### src/design/mcu_ctrl_pkg.sv
package mcu_ctrl_pkg;

    //////////////////////////////
    // Machine states
    typedef enum logic [3:0] {
        S_IF      = 4'b0000,
        S_ID      = 4'b0001,
        S_EXE_J   = 4'b0010,
        S_EXE_ALU = 4'b0011,
        S_EXE_B   = 4'b0100,
        S_EXE_B1  = 4'b0101, // taken branch, PC update
        S_EXE_LS  = 4'b0110,
        S_EXE_LS1 = 4'b0111, // memory access
        S_WB      = 4'b1000
    } state_t;

    typedef enum logic [2:0] {
        CLS_NOP,
        CLS_ALU,
        CLS_BRANCH,
        CLS_MEM,
        CLS_JUMP
    } insn_class_t;

    typedef enum logic [3:0] {
        ALU_ADDU = 4'b0000,
        ALU_SUBU = 4'b0001,
        ALU_ADD  = 4'b0010,
        ALU_SUB  = 4'b0011,
        ALU_AND  = 4'b0100,
        ALU_OR   = 4'b0101,
        ALU_XOR  = 4'b0110,
        ALU_NOR  = 4'b0111,
        ALU_LUI  = 4'b1000,
        ALU_SLTU = 4'b1010,
        ALU_SLT  = 4'b1011,
        ALU_SRA  = 4'b1100,
        ALU_SRL  = 4'b1101,
        ALU_SLL  = 4'b1110
    } alu_op_t;

    //////////////////////////////
    // Datapath mux selects
    typedef enum logic [1:0] {A_PC, A_RS, A_SHAMT_RS, A_SHAMT_IMM} a_sel_t;
    typedef enum logic [1:0] {B_FOUR, B_RT, B_IMM, B_ZERO} b_sel_t;

    // None shares the sign code, only read where it matters
    typedef logic [1:0] ext_sel_t;
    localparam ext_sel_t EXT_SIGN   = 2'b00;
    localparam ext_sel_t EXT_ZERO   = 2'b01;
    localparam ext_sel_t EXT_SHAMT  = 2'b10;
    localparam ext_sel_t EXT_BRANCH = 2'b11;
    localparam ext_sel_t EXT_NONE   = 2'b00;

    typedef enum logic [1:0] {PC_ALU = 2'b00, PC_JUMP = 2'b01, PC_REG = 2'b10} pc_sel_t;

    typedef enum logic [2:0] {
        WD_PC   = 3'b000,
        WD_ALU  = 3'b001,
        WD_MEM  = 3'b010,
        WD_NONE = 3'b111
    } wd_sel_t;

    typedef enum logic [1:0] {WA_RD, WA_RT, WA_RA, WA_NONE} wa_sel_t;

    typedef enum logic [2:0] {
        LD_WORD   = 3'b000,
        LD_BYTE   = 3'b001,
        LD_BYTE_U = 3'b010,
        LD_HALF   = 3'b011,
        LD_HALF_U = 3'b100,
        LD_NONE   = 3'b111
    } load_t;

    typedef enum logic [1:0] {ST_NONE, ST_WORD, ST_HALF, ST_BYTE} store_t;
    typedef enum logic [1:0] {BR_EQ, BR_NE, BR_GEZ} br_kind_t;

    typedef struct packed {
        insn_class_t cls;
        alu_op_t     alu_op;
        a_sel_t      a_sel;
        b_sel_t      b_sel;
        ext_sel_t    ext_sel;
        br_kind_t    br_kind;
        logic        is_load;
        load_t       load_kind;
        store_t      store_kind;
        logic        links;      // JAL, JALR
        logic        reg_target; // JR, JALR
        logic        absolute;   // J, JAL
        wa_sel_t     link_wa;
        wa_sel_t     wb_wa;
    } decoded_t;

    localparam decoded_t DEC_NOP = '{
        cls: CLS_NOP, alu_op: ALU_ADDU, a_sel: A_PC, b_sel: B_FOUR,
        ext_sel: EXT_NONE, br_kind: BR_EQ, is_load: 1'b0,
        load_kind: LD_NONE, store_kind: ST_NONE, links: 1'b0,
        reg_target: 1'b0, absolute: 1'b0, link_wa: WA_NONE, wb_wa: WA_NONE
    };

    //////////////////////////////
    // Opcode and function fields
    localparam logic [5:0] OP_SPECIAL = 6'b000000;
    localparam logic [5:0] OP_ADDI  = 6'b001000;
    localparam logic [5:0] OP_ADDIU = 6'b001001;
    localparam logic [5:0] OP_SLTI  = 6'b001010;
    localparam logic [5:0] OP_SLTIU = 6'b001011;
    localparam logic [5:0] OP_ANDI  = 6'b001100;
    localparam logic [5:0] OP_ORI   = 6'b001101;
    localparam logic [5:0] OP_XORI  = 6'b001110;
    localparam logic [5:0] OP_LUI   = 6'b001111;
    localparam logic [5:0] OP_J     = 6'b000010;
    localparam logic [5:0] OP_JAL   = 6'b000011;
    localparam logic [5:0] OP_LB    = 6'b100000;
    localparam logic [5:0] OP_LH    = 6'b100001;
    localparam logic [5:0] OP_LW    = 6'b100011;
    localparam logic [5:0] OP_LBU   = 6'b100100;
    localparam logic [5:0] OP_LHU   = 6'b100101;
    localparam logic [5:0] OP_SB    = 6'b101000;
    localparam logic [5:0] OP_SH    = 6'b101001;
    localparam logic [5:0] OP_SW    = 6'b101011;
    localparam logic [5:0] OP_BEQ   = 6'b000100;
    localparam logic [5:0] OP_BNE   = 6'b000101;
    localparam logic [5:0] OP_BGEZ  = 6'b000001; // REGIMM group

    localparam logic [5:0] FN_ADD  = 6'b100000;
    localparam logic [5:0] FN_ADDU = 6'b100001;
    localparam logic [5:0] FN_SUB  = 6'b100010;
    localparam logic [5:0] FN_SUBU = 6'b100011;
    localparam logic [5:0] FN_AND  = 6'b100100;
    localparam logic [5:0] FN_OR   = 6'b100101;
    localparam logic [5:0] FN_XOR  = 6'b100110;
    localparam logic [5:0] FN_NOR  = 6'b100111;
    localparam logic [5:0] FN_SLT  = 6'b101010;
    localparam logic [5:0] FN_SLTU = 6'b101011;
    localparam logic [5:0] FN_JR   = 6'b001000;
    localparam logic [5:0] FN_JALR = 6'b001001;
    localparam logic [5:0] FN_SLL  = 6'b000000;
    localparam logic [5:0] FN_SRL  = 6'b000010;
    localparam logic [5:0] FN_SRA  = 6'b000011;
    localparam logic [5:0] FN_SLLV = 6'b000100;
    localparam logic [5:0] FN_SRLV = 6'b000110;
    localparam logic [5:0] FN_SRAV = 6'b000111;

endpackage

### src/design/control_driver.sv
`timescale 1ns/10ps

module control_driver import mcu_ctrl_pkg::*; (
    input  state_t   state,
    input  decoded_t held,
    output logic     pc_mux_ena,
    output logic     pc_write,
    output logic     im_read,
    output logic     zero_write,
    output logic     alu_ena,
    output logic     reg_write,
    output alu_op_t  alu_op,
    output a_sel_t   a_sel,
    output b_sel_t   b_sel,
    output ext_sel_t ext_sel,
    output pc_sel_t  pc_sel,
    output wd_sel_t  wd_sel,
    output wa_sel_t  wa_sel,
    output load_t    load_type,
    output store_t   store_size,
    output logic     jump_concat
);

    always_comb begin
        pc_mux_ena  = 1'b0;
        pc_write    = 1'b0;
        im_read     = 1'b0;
        zero_write  = 1'b0;
        alu_ena     = 1'b0;
        reg_write   = 1'b0;
        alu_op      = ALU_ADDU;
        a_sel       = A_PC;
        b_sel       = B_FOUR;
        ext_sel     = EXT_NONE;
        pc_sel      = PC_ALU;
        wd_sel      = WD_NONE;
        wa_sel      = WA_NONE;
        load_type   = LD_NONE;
        store_size  = ST_NONE;
        jump_concat = 1'b0;

        case (state)
            S_IF: begin
                // Fetch and PC + 4 through the ALU
                im_read    = 1'b1;
                pc_mux_ena = 1'b1;
                alu_ena    = 1'b1;
                zero_write = 1'b1;
            end

            S_ID: begin
                pc_mux_ena = 1'b1;
                pc_write   = 1'b1;
                if (held.cls == CLS_JUMP) begin
                    pc_sel      = held.absolute ? PC_JUMP : PC_REG;
                    jump_concat = held.absolute;
                    if (held.links) begin
                        reg_write = 1'b1;
                        wd_sel    = WD_PC;
                        wa_sel    = held.link_wa;
                    end
                end
            end

            S_EXE_J: begin
                pc_mux_ena  = 1'b1;
                pc_write    = 1'b1;
                pc_sel      = held.absolute ? PC_JUMP : PC_REG;
                jump_concat = held.absolute;
            end

            S_EXE_B: begin
                zero_write = 1'b1;
                alu_ena    = 1'b1;
                alu_op     = held.alu_op;
                a_sel      = held.a_sel;
                b_sel      = held.b_sel;
            end

            S_EXE_B1: begin
                // PC plus shifted offset
                pc_mux_ena = 1'b1;
                pc_write   = 1'b1;
                zero_write = 1'b1;
                alu_ena    = 1'b1;
                alu_op     = ALU_ADD;
                a_sel      = A_PC;
                b_sel      = B_IMM;
                ext_sel    = held.ext_sel;
            end

            S_EXE_LS, S_EXE_ALU: begin
                zero_write = 1'b1;
                alu_ena    = 1'b1;
                alu_op     = held.alu_op;
                a_sel      = held.a_sel;
                b_sel      = held.b_sel;
                ext_sel    = held.ext_sel;
            end

            S_EXE_LS1: begin
                load_type  = held.load_kind;
                store_size = held.store_kind;
                if (held.is_load) begin
                    reg_write = 1'b1;
                    wd_sel    = WD_MEM;
                    wa_sel    = WA_RT;
                end
            end

            S_WB: begin
                reg_write = 1'b1;
                wd_sel    = WD_ALU;
                wa_sel    = held.wb_wa;
            end

            default: ;
        endcase
    end

endmodule

### src/design/decode_latch.sv
`timescale 1ns/10ps

module decode_latch import mcu_ctrl_pkg::*; (
    input  logic     clk,
    input  logic     reset,
    input  state_t   state,
    input  decoded_t dec,
    output decoded_t held
);

    // Capture at the end of fetch, hold through execute
    always_ff @(posedge clk or posedge reset) begin
        if (reset) begin
            held <= DEC_NOP;
        end else if (state == S_IF) begin
            held <= dec;
        end
    end

endmodule

### src/design/insn_decoder.sv
`timescale 1ns/10ps

module insn_decoder import mcu_ctrl_pkg::*; (
    input  logic [31:0] inst,
    output decoded_t    dec
);

    logic [5:0] opcode;
    logic [5:0] funct;
    logic [4:0] rt;

    assign opcode = inst[31:26];
    assign funct  = inst[5:0];
    assign rt     = inst[20:16];

    always_comb begin
        dec = DEC_NOP;
        case (opcode)
            OP_SPECIAL: begin
                if (inst != 32'd0) begin
                    dec.cls   = CLS_ALU;
                    dec.a_sel = A_RS;
                    dec.b_sel = B_RT;
                    dec.wb_wa = WA_RD;
                    case (funct)
                        FN_ADD:          dec.alu_op = ALU_ADD;
                        FN_ADDU:         dec.alu_op = ALU_ADDU;
                        FN_SUB:          dec.alu_op = ALU_SUB;
                        FN_SUBU:         dec.alu_op = ALU_SUBU;
                        FN_AND:          dec.alu_op = ALU_AND;
                        FN_OR:           dec.alu_op = ALU_OR;
                        FN_XOR:          dec.alu_op = ALU_XOR;
                        FN_NOR:          dec.alu_op = ALU_NOR;
                        FN_SLT:          dec.alu_op = ALU_SLT;
                        FN_SLTU:         dec.alu_op = ALU_SLTU;
                        FN_SLL, FN_SLLV: dec.alu_op = ALU_SLL;
                        FN_SRL, FN_SRLV: dec.alu_op = ALU_SRL;
                        FN_SRA, FN_SRAV: dec.alu_op = ALU_SRA;
                        FN_JR, FN_JALR: begin
                            dec            = DEC_NOP;
                            dec.cls        = CLS_JUMP;
                            dec.reg_target = 1'b1;
                            dec.links      = (funct == FN_JALR);
                            // JALR with rt zero links through $ra
                            dec.link_wa    = (rt == 5'd0) ? WA_RA : WA_RD;
                        end
                        default: dec = DEC_NOP;
                    endcase
                    // Shift amount from the instruction or from rs
                    if (funct inside {FN_SLL, FN_SRL, FN_SRA}) begin
                        dec.a_sel   = A_SHAMT_IMM;
                        dec.ext_sel = EXT_SHAMT;
                    end else if (funct inside {FN_SLLV, FN_SRLV, FN_SRAV}) begin
                        dec.a_sel = A_SHAMT_RS;
                    end
                end
            end

            OP_ADDI, OP_ADDIU, OP_SLTI, OP_SLTIU,
            OP_ANDI, OP_ORI, OP_XORI, OP_LUI: begin
                dec.cls     = CLS_ALU;
                dec.a_sel   = A_RS;
                dec.b_sel   = B_IMM;
                dec.wb_wa   = WA_RT;
                dec.ext_sel = (opcode inside {OP_ADDI, OP_ADDIU, OP_SLTI}) ? EXT_SIGN
                                                                          : EXT_ZERO;
                case (opcode)
                    OP_ADDI:  dec.alu_op = ALU_ADD;
                    OP_ADDIU: dec.alu_op = ALU_ADDU;
                    OP_SLTI:  dec.alu_op = ALU_SLT;
                    OP_SLTIU: dec.alu_op = ALU_SLTU;
                    OP_ANDI:  dec.alu_op = ALU_AND;
                    OP_ORI:   dec.alu_op = ALU_OR;
                    OP_XORI:  dec.alu_op = ALU_XOR;
                    default:  dec.alu_op = ALU_LUI;
                endcase
            end

            OP_BEQ, OP_BNE, OP_BGEZ: begin
                dec.cls     = CLS_BRANCH;
                dec.alu_op  = ALU_SUB;   // compare by subtraction
                dec.a_sel   = A_RS;
                dec.b_sel   = (opcode == OP_BGEZ) ? B_ZERO : B_RT;
                dec.ext_sel = EXT_BRANCH;
                dec.br_kind = (opcode == OP_BEQ) ? BR_EQ :
                              (opcode == OP_BNE) ? BR_NE : BR_GEZ;
            end

            OP_LB, OP_LBU, OP_LH, OP_LHU, OP_LW, OP_SB, OP_SH, OP_SW: begin
                dec.cls     = CLS_MEM;
                dec.alu_op  = ALU_ADD;   // base plus offset
                dec.a_sel   = A_RS;
                dec.b_sel   = B_IMM;
                dec.ext_sel = EXT_SIGN;
                dec.is_load = ~opcode[3];
                case (opcode)
                    OP_LB:   dec.load_kind  = LD_BYTE;
                    OP_LBU:  dec.load_kind  = LD_BYTE_U;
                    OP_LH:   dec.load_kind  = LD_HALF;
                    OP_LHU:  dec.load_kind  = LD_HALF_U;
                    OP_LW:   dec.load_kind  = LD_WORD;
                    OP_SB:   dec.store_kind = ST_BYTE;
                    OP_SH:   dec.store_kind = ST_HALF;
                    default: dec.store_kind = ST_WORD;
                endcase
            end

            OP_J, OP_JAL: begin
                dec.cls      = CLS_JUMP;
                dec.absolute = 1'b1;
                dec.links    = (opcode == OP_JAL);
                dec.link_wa  = WA_RA;
            end

            default: dec = DEC_NOP;
        endcase
    end

endmodule

### src/design/mcu_control.sv
`timescale 1ns/10ps

module mcu_control import mcu_ctrl_pkg::*; (
    input  logic        clk,
    input  logic        reset,
    input  logic [31:0] inst,
    input  logic        alu_zero,
    input  logic        alu_nega,
    output logic        pc_mux_ena,
    output logic        pc_write,
    output logic        im_read,
    output logic        zero_write,
    output logic        alu_ena,
    output logic        reg_write,
    output alu_op_t     alu_op,
    output a_sel_t      a_sel,
    output b_sel_t      b_sel,
    output ext_sel_t    ext_sel,
    output pc_sel_t     pc_sel,
    output wd_sel_t     wd_sel,
    output wa_sel_t     wa_sel,
    output load_t       load_type,
    output store_t      store_size,
    output logic        jump_concat,
    output logic        finish
);

    decoded_t dec;
    decoded_t held;
    state_t   state;

    insn_decoder i_decoder (
        .inst (inst),
        .dec  (dec)
    );

    decode_latch i_latch (
        .clk   (clk),
        .reset (reset),
        .state (state),
        .dec   (dec),
        .held  (held)
    );

    state_sequencer i_sequencer (
        .clk      (clk),
        .reset    (reset),
        .held     (held),
        .alu_zero (alu_zero),
        .alu_nega (alu_nega),
        .state    (state),
        .finish   (finish)
    );

    control_driver i_driver (
        .state       (state),
        .held        (held),
        .pc_mux_ena  (pc_mux_ena),
        .pc_write    (pc_write),
        .im_read     (im_read),
        .zero_write  (zero_write),
        .alu_ena     (alu_ena),
        .reg_write   (reg_write),
        .alu_op      (alu_op),
        .a_sel       (a_sel),
        .b_sel       (b_sel),
        .ext_sel     (ext_sel),
        .pc_sel      (pc_sel),
        .wd_sel      (wd_sel),
        .wa_sel      (wa_sel),
        .load_type   (load_type),
        .store_size  (store_size),
        .jump_concat (jump_concat)
    );

endmodule

### src/design/state_sequencer.sv
`timescale 1ns/10ps

module state_sequencer import mcu_ctrl_pkg::*; (
    input  logic     clk,
    input  logic     reset,
    input  decoded_t held,
    input  logic     alu_zero,
    input  logic     alu_nega,
    output state_t   state,
    output logic     finish
);

    state_t next_state;
    logic   taken;

    always_ff @(posedge clk or posedge reset) begin
        if (reset) begin
            state <= S_IF;
        end else begin
            state <= next_state;
        end
    end

    // Branch condition from the flags of the compare
    always_comb begin
        case (held.br_kind)
            BR_EQ:   taken = alu_zero;
            BR_NE:   taken = ~alu_zero;
            default: taken = ~alu_nega;
        endcase
    end

    //////////////////////////////
    // Next state
    always_comb begin
        next_state = S_IF;
        case (state)
            S_IF: next_state = S_ID;
            S_ID: begin
                case (held.cls)
                    CLS_JUMP:   next_state = held.links ? S_EXE_J : S_IF;
                    CLS_BRANCH: next_state = S_EXE_B;
                    CLS_MEM:    next_state = S_EXE_LS;
                    CLS_ALU:    next_state = S_EXE_ALU;
                    default:    next_state = S_IF; // no-op
                endcase
            end
            S_EXE_B:   next_state = taken ? S_EXE_B1 : S_IF;
            S_EXE_LS:  next_state = S_EXE_LS1;
            S_EXE_ALU: next_state = S_WB;
            default:   next_state = S_IF;
        endcase
    end

    assign finish = (next_state == S_IF); // last cycle of the instruction

endmodule

### config.mk
export PLATFORM = sky130hd
export DESIGN_NAME = mcu_control
export DESIGN_NICKNAME = d
export VERILOG_FILES = /design/src/design/mcu_ctrl_pkg.sv /design/src/design/control_driver.sv /design/src/design/decode_latch.sv /design/src/design/insn_decoder.sv /design/src/design/mcu_control.sv /design/src/design/state_sequencer.sv
export SDC_FILE = /design/constraint.sdc
export NUM_CORES = 1
export LEC_CHECK = 0
export ABC_AREA = 1
export BUFFER_PORTS_ARGS = -buffer_cell sky130_fd_sc_hd__buf_2
export CAP_MARGIN = 10
export CORE_ASPECT_RATIO = 1.5
export CORE_MARGIN = 3
export CORE_UTILIZATION = 53
export DETAILED_ROUTE_END_ITERATION = 10
export GPL_TIMING_DRIVEN = 0
export MAX_ROUTING_LAYER = met4
export PLACE_DENSITY = 0.79
export RECOVER_POWER = 50
export SYNTH_ARGS = -nofsm -noshare
export SYNTH_HDL_FRONTEND = slang
export SYNTH_SLANG_ARGS = --single-unit
export TNS_END_PERCENT = 5
### constraint.sdc
create_clock -name clk -period 1.6 [get_ports clk]
set_clock_uncertainty 0.15 [all_clocks]
set_input_delay 0 -clock clk [delete_from_list [all_inputs] [get_ports clk]]
set_output_delay 0 -clock clk [all_outputs]
set_load 0.02 [all_outputs]
==> results list <==
* Worst Path Class, Setup: reg -> out
- Count of TritonRoute iterations in the first routing pass: 4
* Setup crit start: i_sequencer.state[2]
- After detailed routing, the number of vias per cell comes to 5.367.
* Footprint of the multi-input gates: 1419 µm²
- Cell family with most CP delay: simple AND/OR/NAND/NOR gates
* Core Util, Final: 0.7822
- Post-route DRC violation count: 0
- At the pin with the least slew margin, the transition time is 0.5922 ns.
- The synthesized design contains 0 enable-type register cells.
- Core area: 4245 µm²
- The number of nets in the synthesized netlist is 413.
- The critical path crosses 10 cells after its start point.
- The routed layout has 2780 vias.
- The initialized floorplan defines 29 standard-cell rows.
- The endpoint identified for the worst register-to-register timing path is i_latch.held[21].
- Cell Pwr Density: 1710 nW/µm²
* DIE HEIGHT: 87.49 µm
* CTS H-Tree Depth: 2
* # fillers: 333
- Highest clock frequency the design can meet: 0.5275 GHz
* Placed cell count: 488
- Final critical-path required period: 1.896 ns
- Summed over all cells, the static leakage comes to 1.838 nW.
- The checks that failed: negative setup slack.
- DP HPWL: 4982 µm
- In this run the remaining antenna-violating nets after routing total 0.
- The final layout contains routed wiring with a total length of 7356 µm.
- The max-slew violation count is 0.
- Total overflow reported by the global router: 0
* Count of maximum capacitance violations: 0
- Worst hold path type: in -> reg
- The number of different library cells used by synthesis comes to 29.
- The share of the Yosys chip area taken by registers is 0.3344.
- From synthesis to final layout, the design area changed by 41.55%.
- Layout cell share with drive strength beyond 1: 0.3665
- Power comes to 0.005679 W.
- After clock tree synthesis, the clock-pin slew on the worst setup and hold paths is 0.07 ns.
* WP buf/inv: 6
* Antenna diode count: 0
- RSZ-0062 raised after global routing: true
- At the worst endpoint, the arrival time is 1.75 ns.
- For this configuration, the core starts out at a cell density of 0.5526.
* TritonCTS clock tree: done
- Of all cell types, the one taking the most synthesized area is dfrtp_1.
* Worst path max stage delay: 0.34 ns
- In the final routed layout, each cell accounts on average for 14.20 µm.
* Worst ir drop on vdd: 1.901 mV
- With fillers left out, the area of the finished cells amounts to 3321 µm².
- Average cell area after synthesis: 6.223 µm²
- Number of clock sinks: 31
- Headroom to the max-slew limit: 0.6052
- CTS placed an instance of clkbuf_8 at the clock tree root.
- Number of antenna violations at the first check in global routing: 0
* Portion of synthesized cell area occupied by the leading cell type: 0.2560
- Flip-flop and latch count after synthesis: 31
- Longest Clk Path Bufs: 2
- Clock Latency Late Sink: 0.29 ns
- Post-synthesis cell count: 377
- By instance count, the cell type seen most on the critical path is inv_2.
- Largest net degree at the start of global routing: 32
- Most used DFF post-synth: dfrtp_1
* Combined area of all synthesized cells: 2346 µm²
* Final Hold Violating Endpoints: 0
* Port Buffers: 65
* Critical path launch point type: register
- In this run, CTS created clock tree buffers numbering 5.
* Crit-path max FO: 8
- Top area cells in the synthesized netlist: dfrtp_1 (26%), nand2_1 (20%), inv_1 (8.3%)
- 66 I/O pins were placed.
* Critical path capture point type: output port
- Die footprint: 5277 µm²
- Walking the worst path, the cells encountered are inv_2, nor2_4, inv_4, nor3_4, inv_2, nand3_4, inv_2, nand2_2, buf_4, buf_6.
- Excluding fillers, the count of instances in the completed layout stands at 518.
- Register Area: 787.0 µm²
* Final worst-path cycle share: 1.185
* Gr usage total: 0.3190
- From left edge to right edge, the die measures 60.32 µm.
- The worst register-to-register path has a setup slack of -0.04 ns.
- Summing all placed instances gives a cell area of 2729 µm².
- First-pass GRT wire length: 12430 µm
- Measured in cells, the most critical reg-to-reg path has a length of 6.
- Slack of the critical path: -0.2958 ns
- Number of warnings printed during yosys synthesis: 0
- Hold path cells: 4
- For this block, the initial DRC count from the detailed router was 124.
- Status: finished, violations left
* Critical path destination: zero_write
* Placer's final routability congestion estimate: 0.9426
- On the critical path, the stage with the largest delay is an instance of dfrtp_1.
- The startpoint identified for the worst register-to-register timing path is i_sequencer.state[0].
- Data on the critical path is required at its endpoint by 1.45 ns.
- Post-synth ARST share: 1.000
* Number of global-route vias before repair: 2920
- Final number of setup-violating endpoints: 36
- Total Nets Final: 507
report_power, final:
part           leakage, nW  switching, W  internal, W
Clock               0.0612      0.000298     0.000503
Combinational         1.38       0.00219      0.00142
Sequential           0.395      0.000183      0.00109
Total                 1.84       0.00267      0.00301
worst min-delay path by stage:
stage	from	end	slack (ns)
global placement	reset	i_latch.held[17]	0.19
CTS	reset	i_latch.held[18]	-0.09
floorplan	reset	i_latch.held[12]	-0.05
detailed placement	reset	i_latch.held[18]	0.21
finish	inst[31]	i_latch.held[14]	0.01
global route	alu_zero	i_sequencer.state[2]	0.04
layer usage:
| metal | global-route usage | part of all wire |
|---|---|---|
| met2 | 0.5630 | 0.55 |
| met3 | 0.04599 | 0.048 |
| met1 | 0.3184 | 0.35 |
| met5 | - | 0 |
| met4 | 0.1915 | 0.047 |
placed cells by master, fill, tap and decap left out, types with 3 or more instances in the layout:
cell type / instances
inv_2: 20
o211ai_1: 4
nand2_2: 8
o21ai_1: 6
nand2_1: 121
dlygate4sd3_1: 7
buf_2: 42
nand4_1: 5
dfrtp_1: 22
nor3_1: 4
o22ai_1: 4
nor3_4: 3
dfstp_2: 7
nor2_4: 9
nor3_2: 3
nor2_1: 40
inv_1: 43
buf_6: 16
a21oi_1: 6
nand3_1: 22
a21oi_2: 3
buf_4: 24
nand3_2: 5
o21ai_0: 6
clkbuf_8: 6
nor2_2: 13
kinds of logic after synthesis:
family          count (synthesis)  share of synthesized area
simple gates                  240                     0.4603
compound gates                 34                    0.08587
buf+inv                        72                     0.1195
flops                          31                     0.3344
worst min-delay path: cells and delay by family:
family / cells / cell delay, ns
AOI/OAI and AO/OA: 1 / 0.10
and+or+nand+nor: 2 / 0.19
buffers and inverters: 1 / 0.11
flip-flops by register name (all words and copies together), names as in the netlist:
signal and count:
i_latch.held 27, i_sequencer.state 4
final cells by class:
cell class,count,share of cell area
multi-input cells,274,0.4273
flip-flops and latches,31,0.2370
repair buffers,87,0.1914
inverters,66,0.07762
clock buffers,6,0.02487
well taps,46,0.01733
plain buffers,6,0.01394
clock inverters,2,0.01055
synthesized netlist by cell type, drive strengths merged, types with 2 or more instances:
cell    count
nand3b      2
clkbuf      2
nor2       62
nand4       5
dfstp       7
a21oi       9
o211ai      4
nor3       10
nand2     131
nand3      29
dfrtp      24
buf         4
o21ai      13
inv        66
o22ai       4
stage by stage:
stage / hold slack, ns / setup TNS (ns) / setup WS [ns]
floorplan: -0.05168 / 0 / 0.0005802
detailed placement: 0.2135 / -2.546 / -0.1926
finish: 0.01013 / -5.234 / -0.2958
CTS: -0.09282 / -3.092 / -0.2171
global placement: 0.1939 / -1.682 / -0.1626
global route: 0.04331 / -8.382 / -0.3778
timing repair:
item / CTS / global route
resized for setup: 68 / 26
pin swaps: 15 / 8
endpoints found under the hold margin: 28 / 24
hold buffers: 7 / 1
endpoints found under the setup margin: 54 / 48
setup buffers: 11 / 2
No activity file was read; power rests on OpenSTA's default activity.
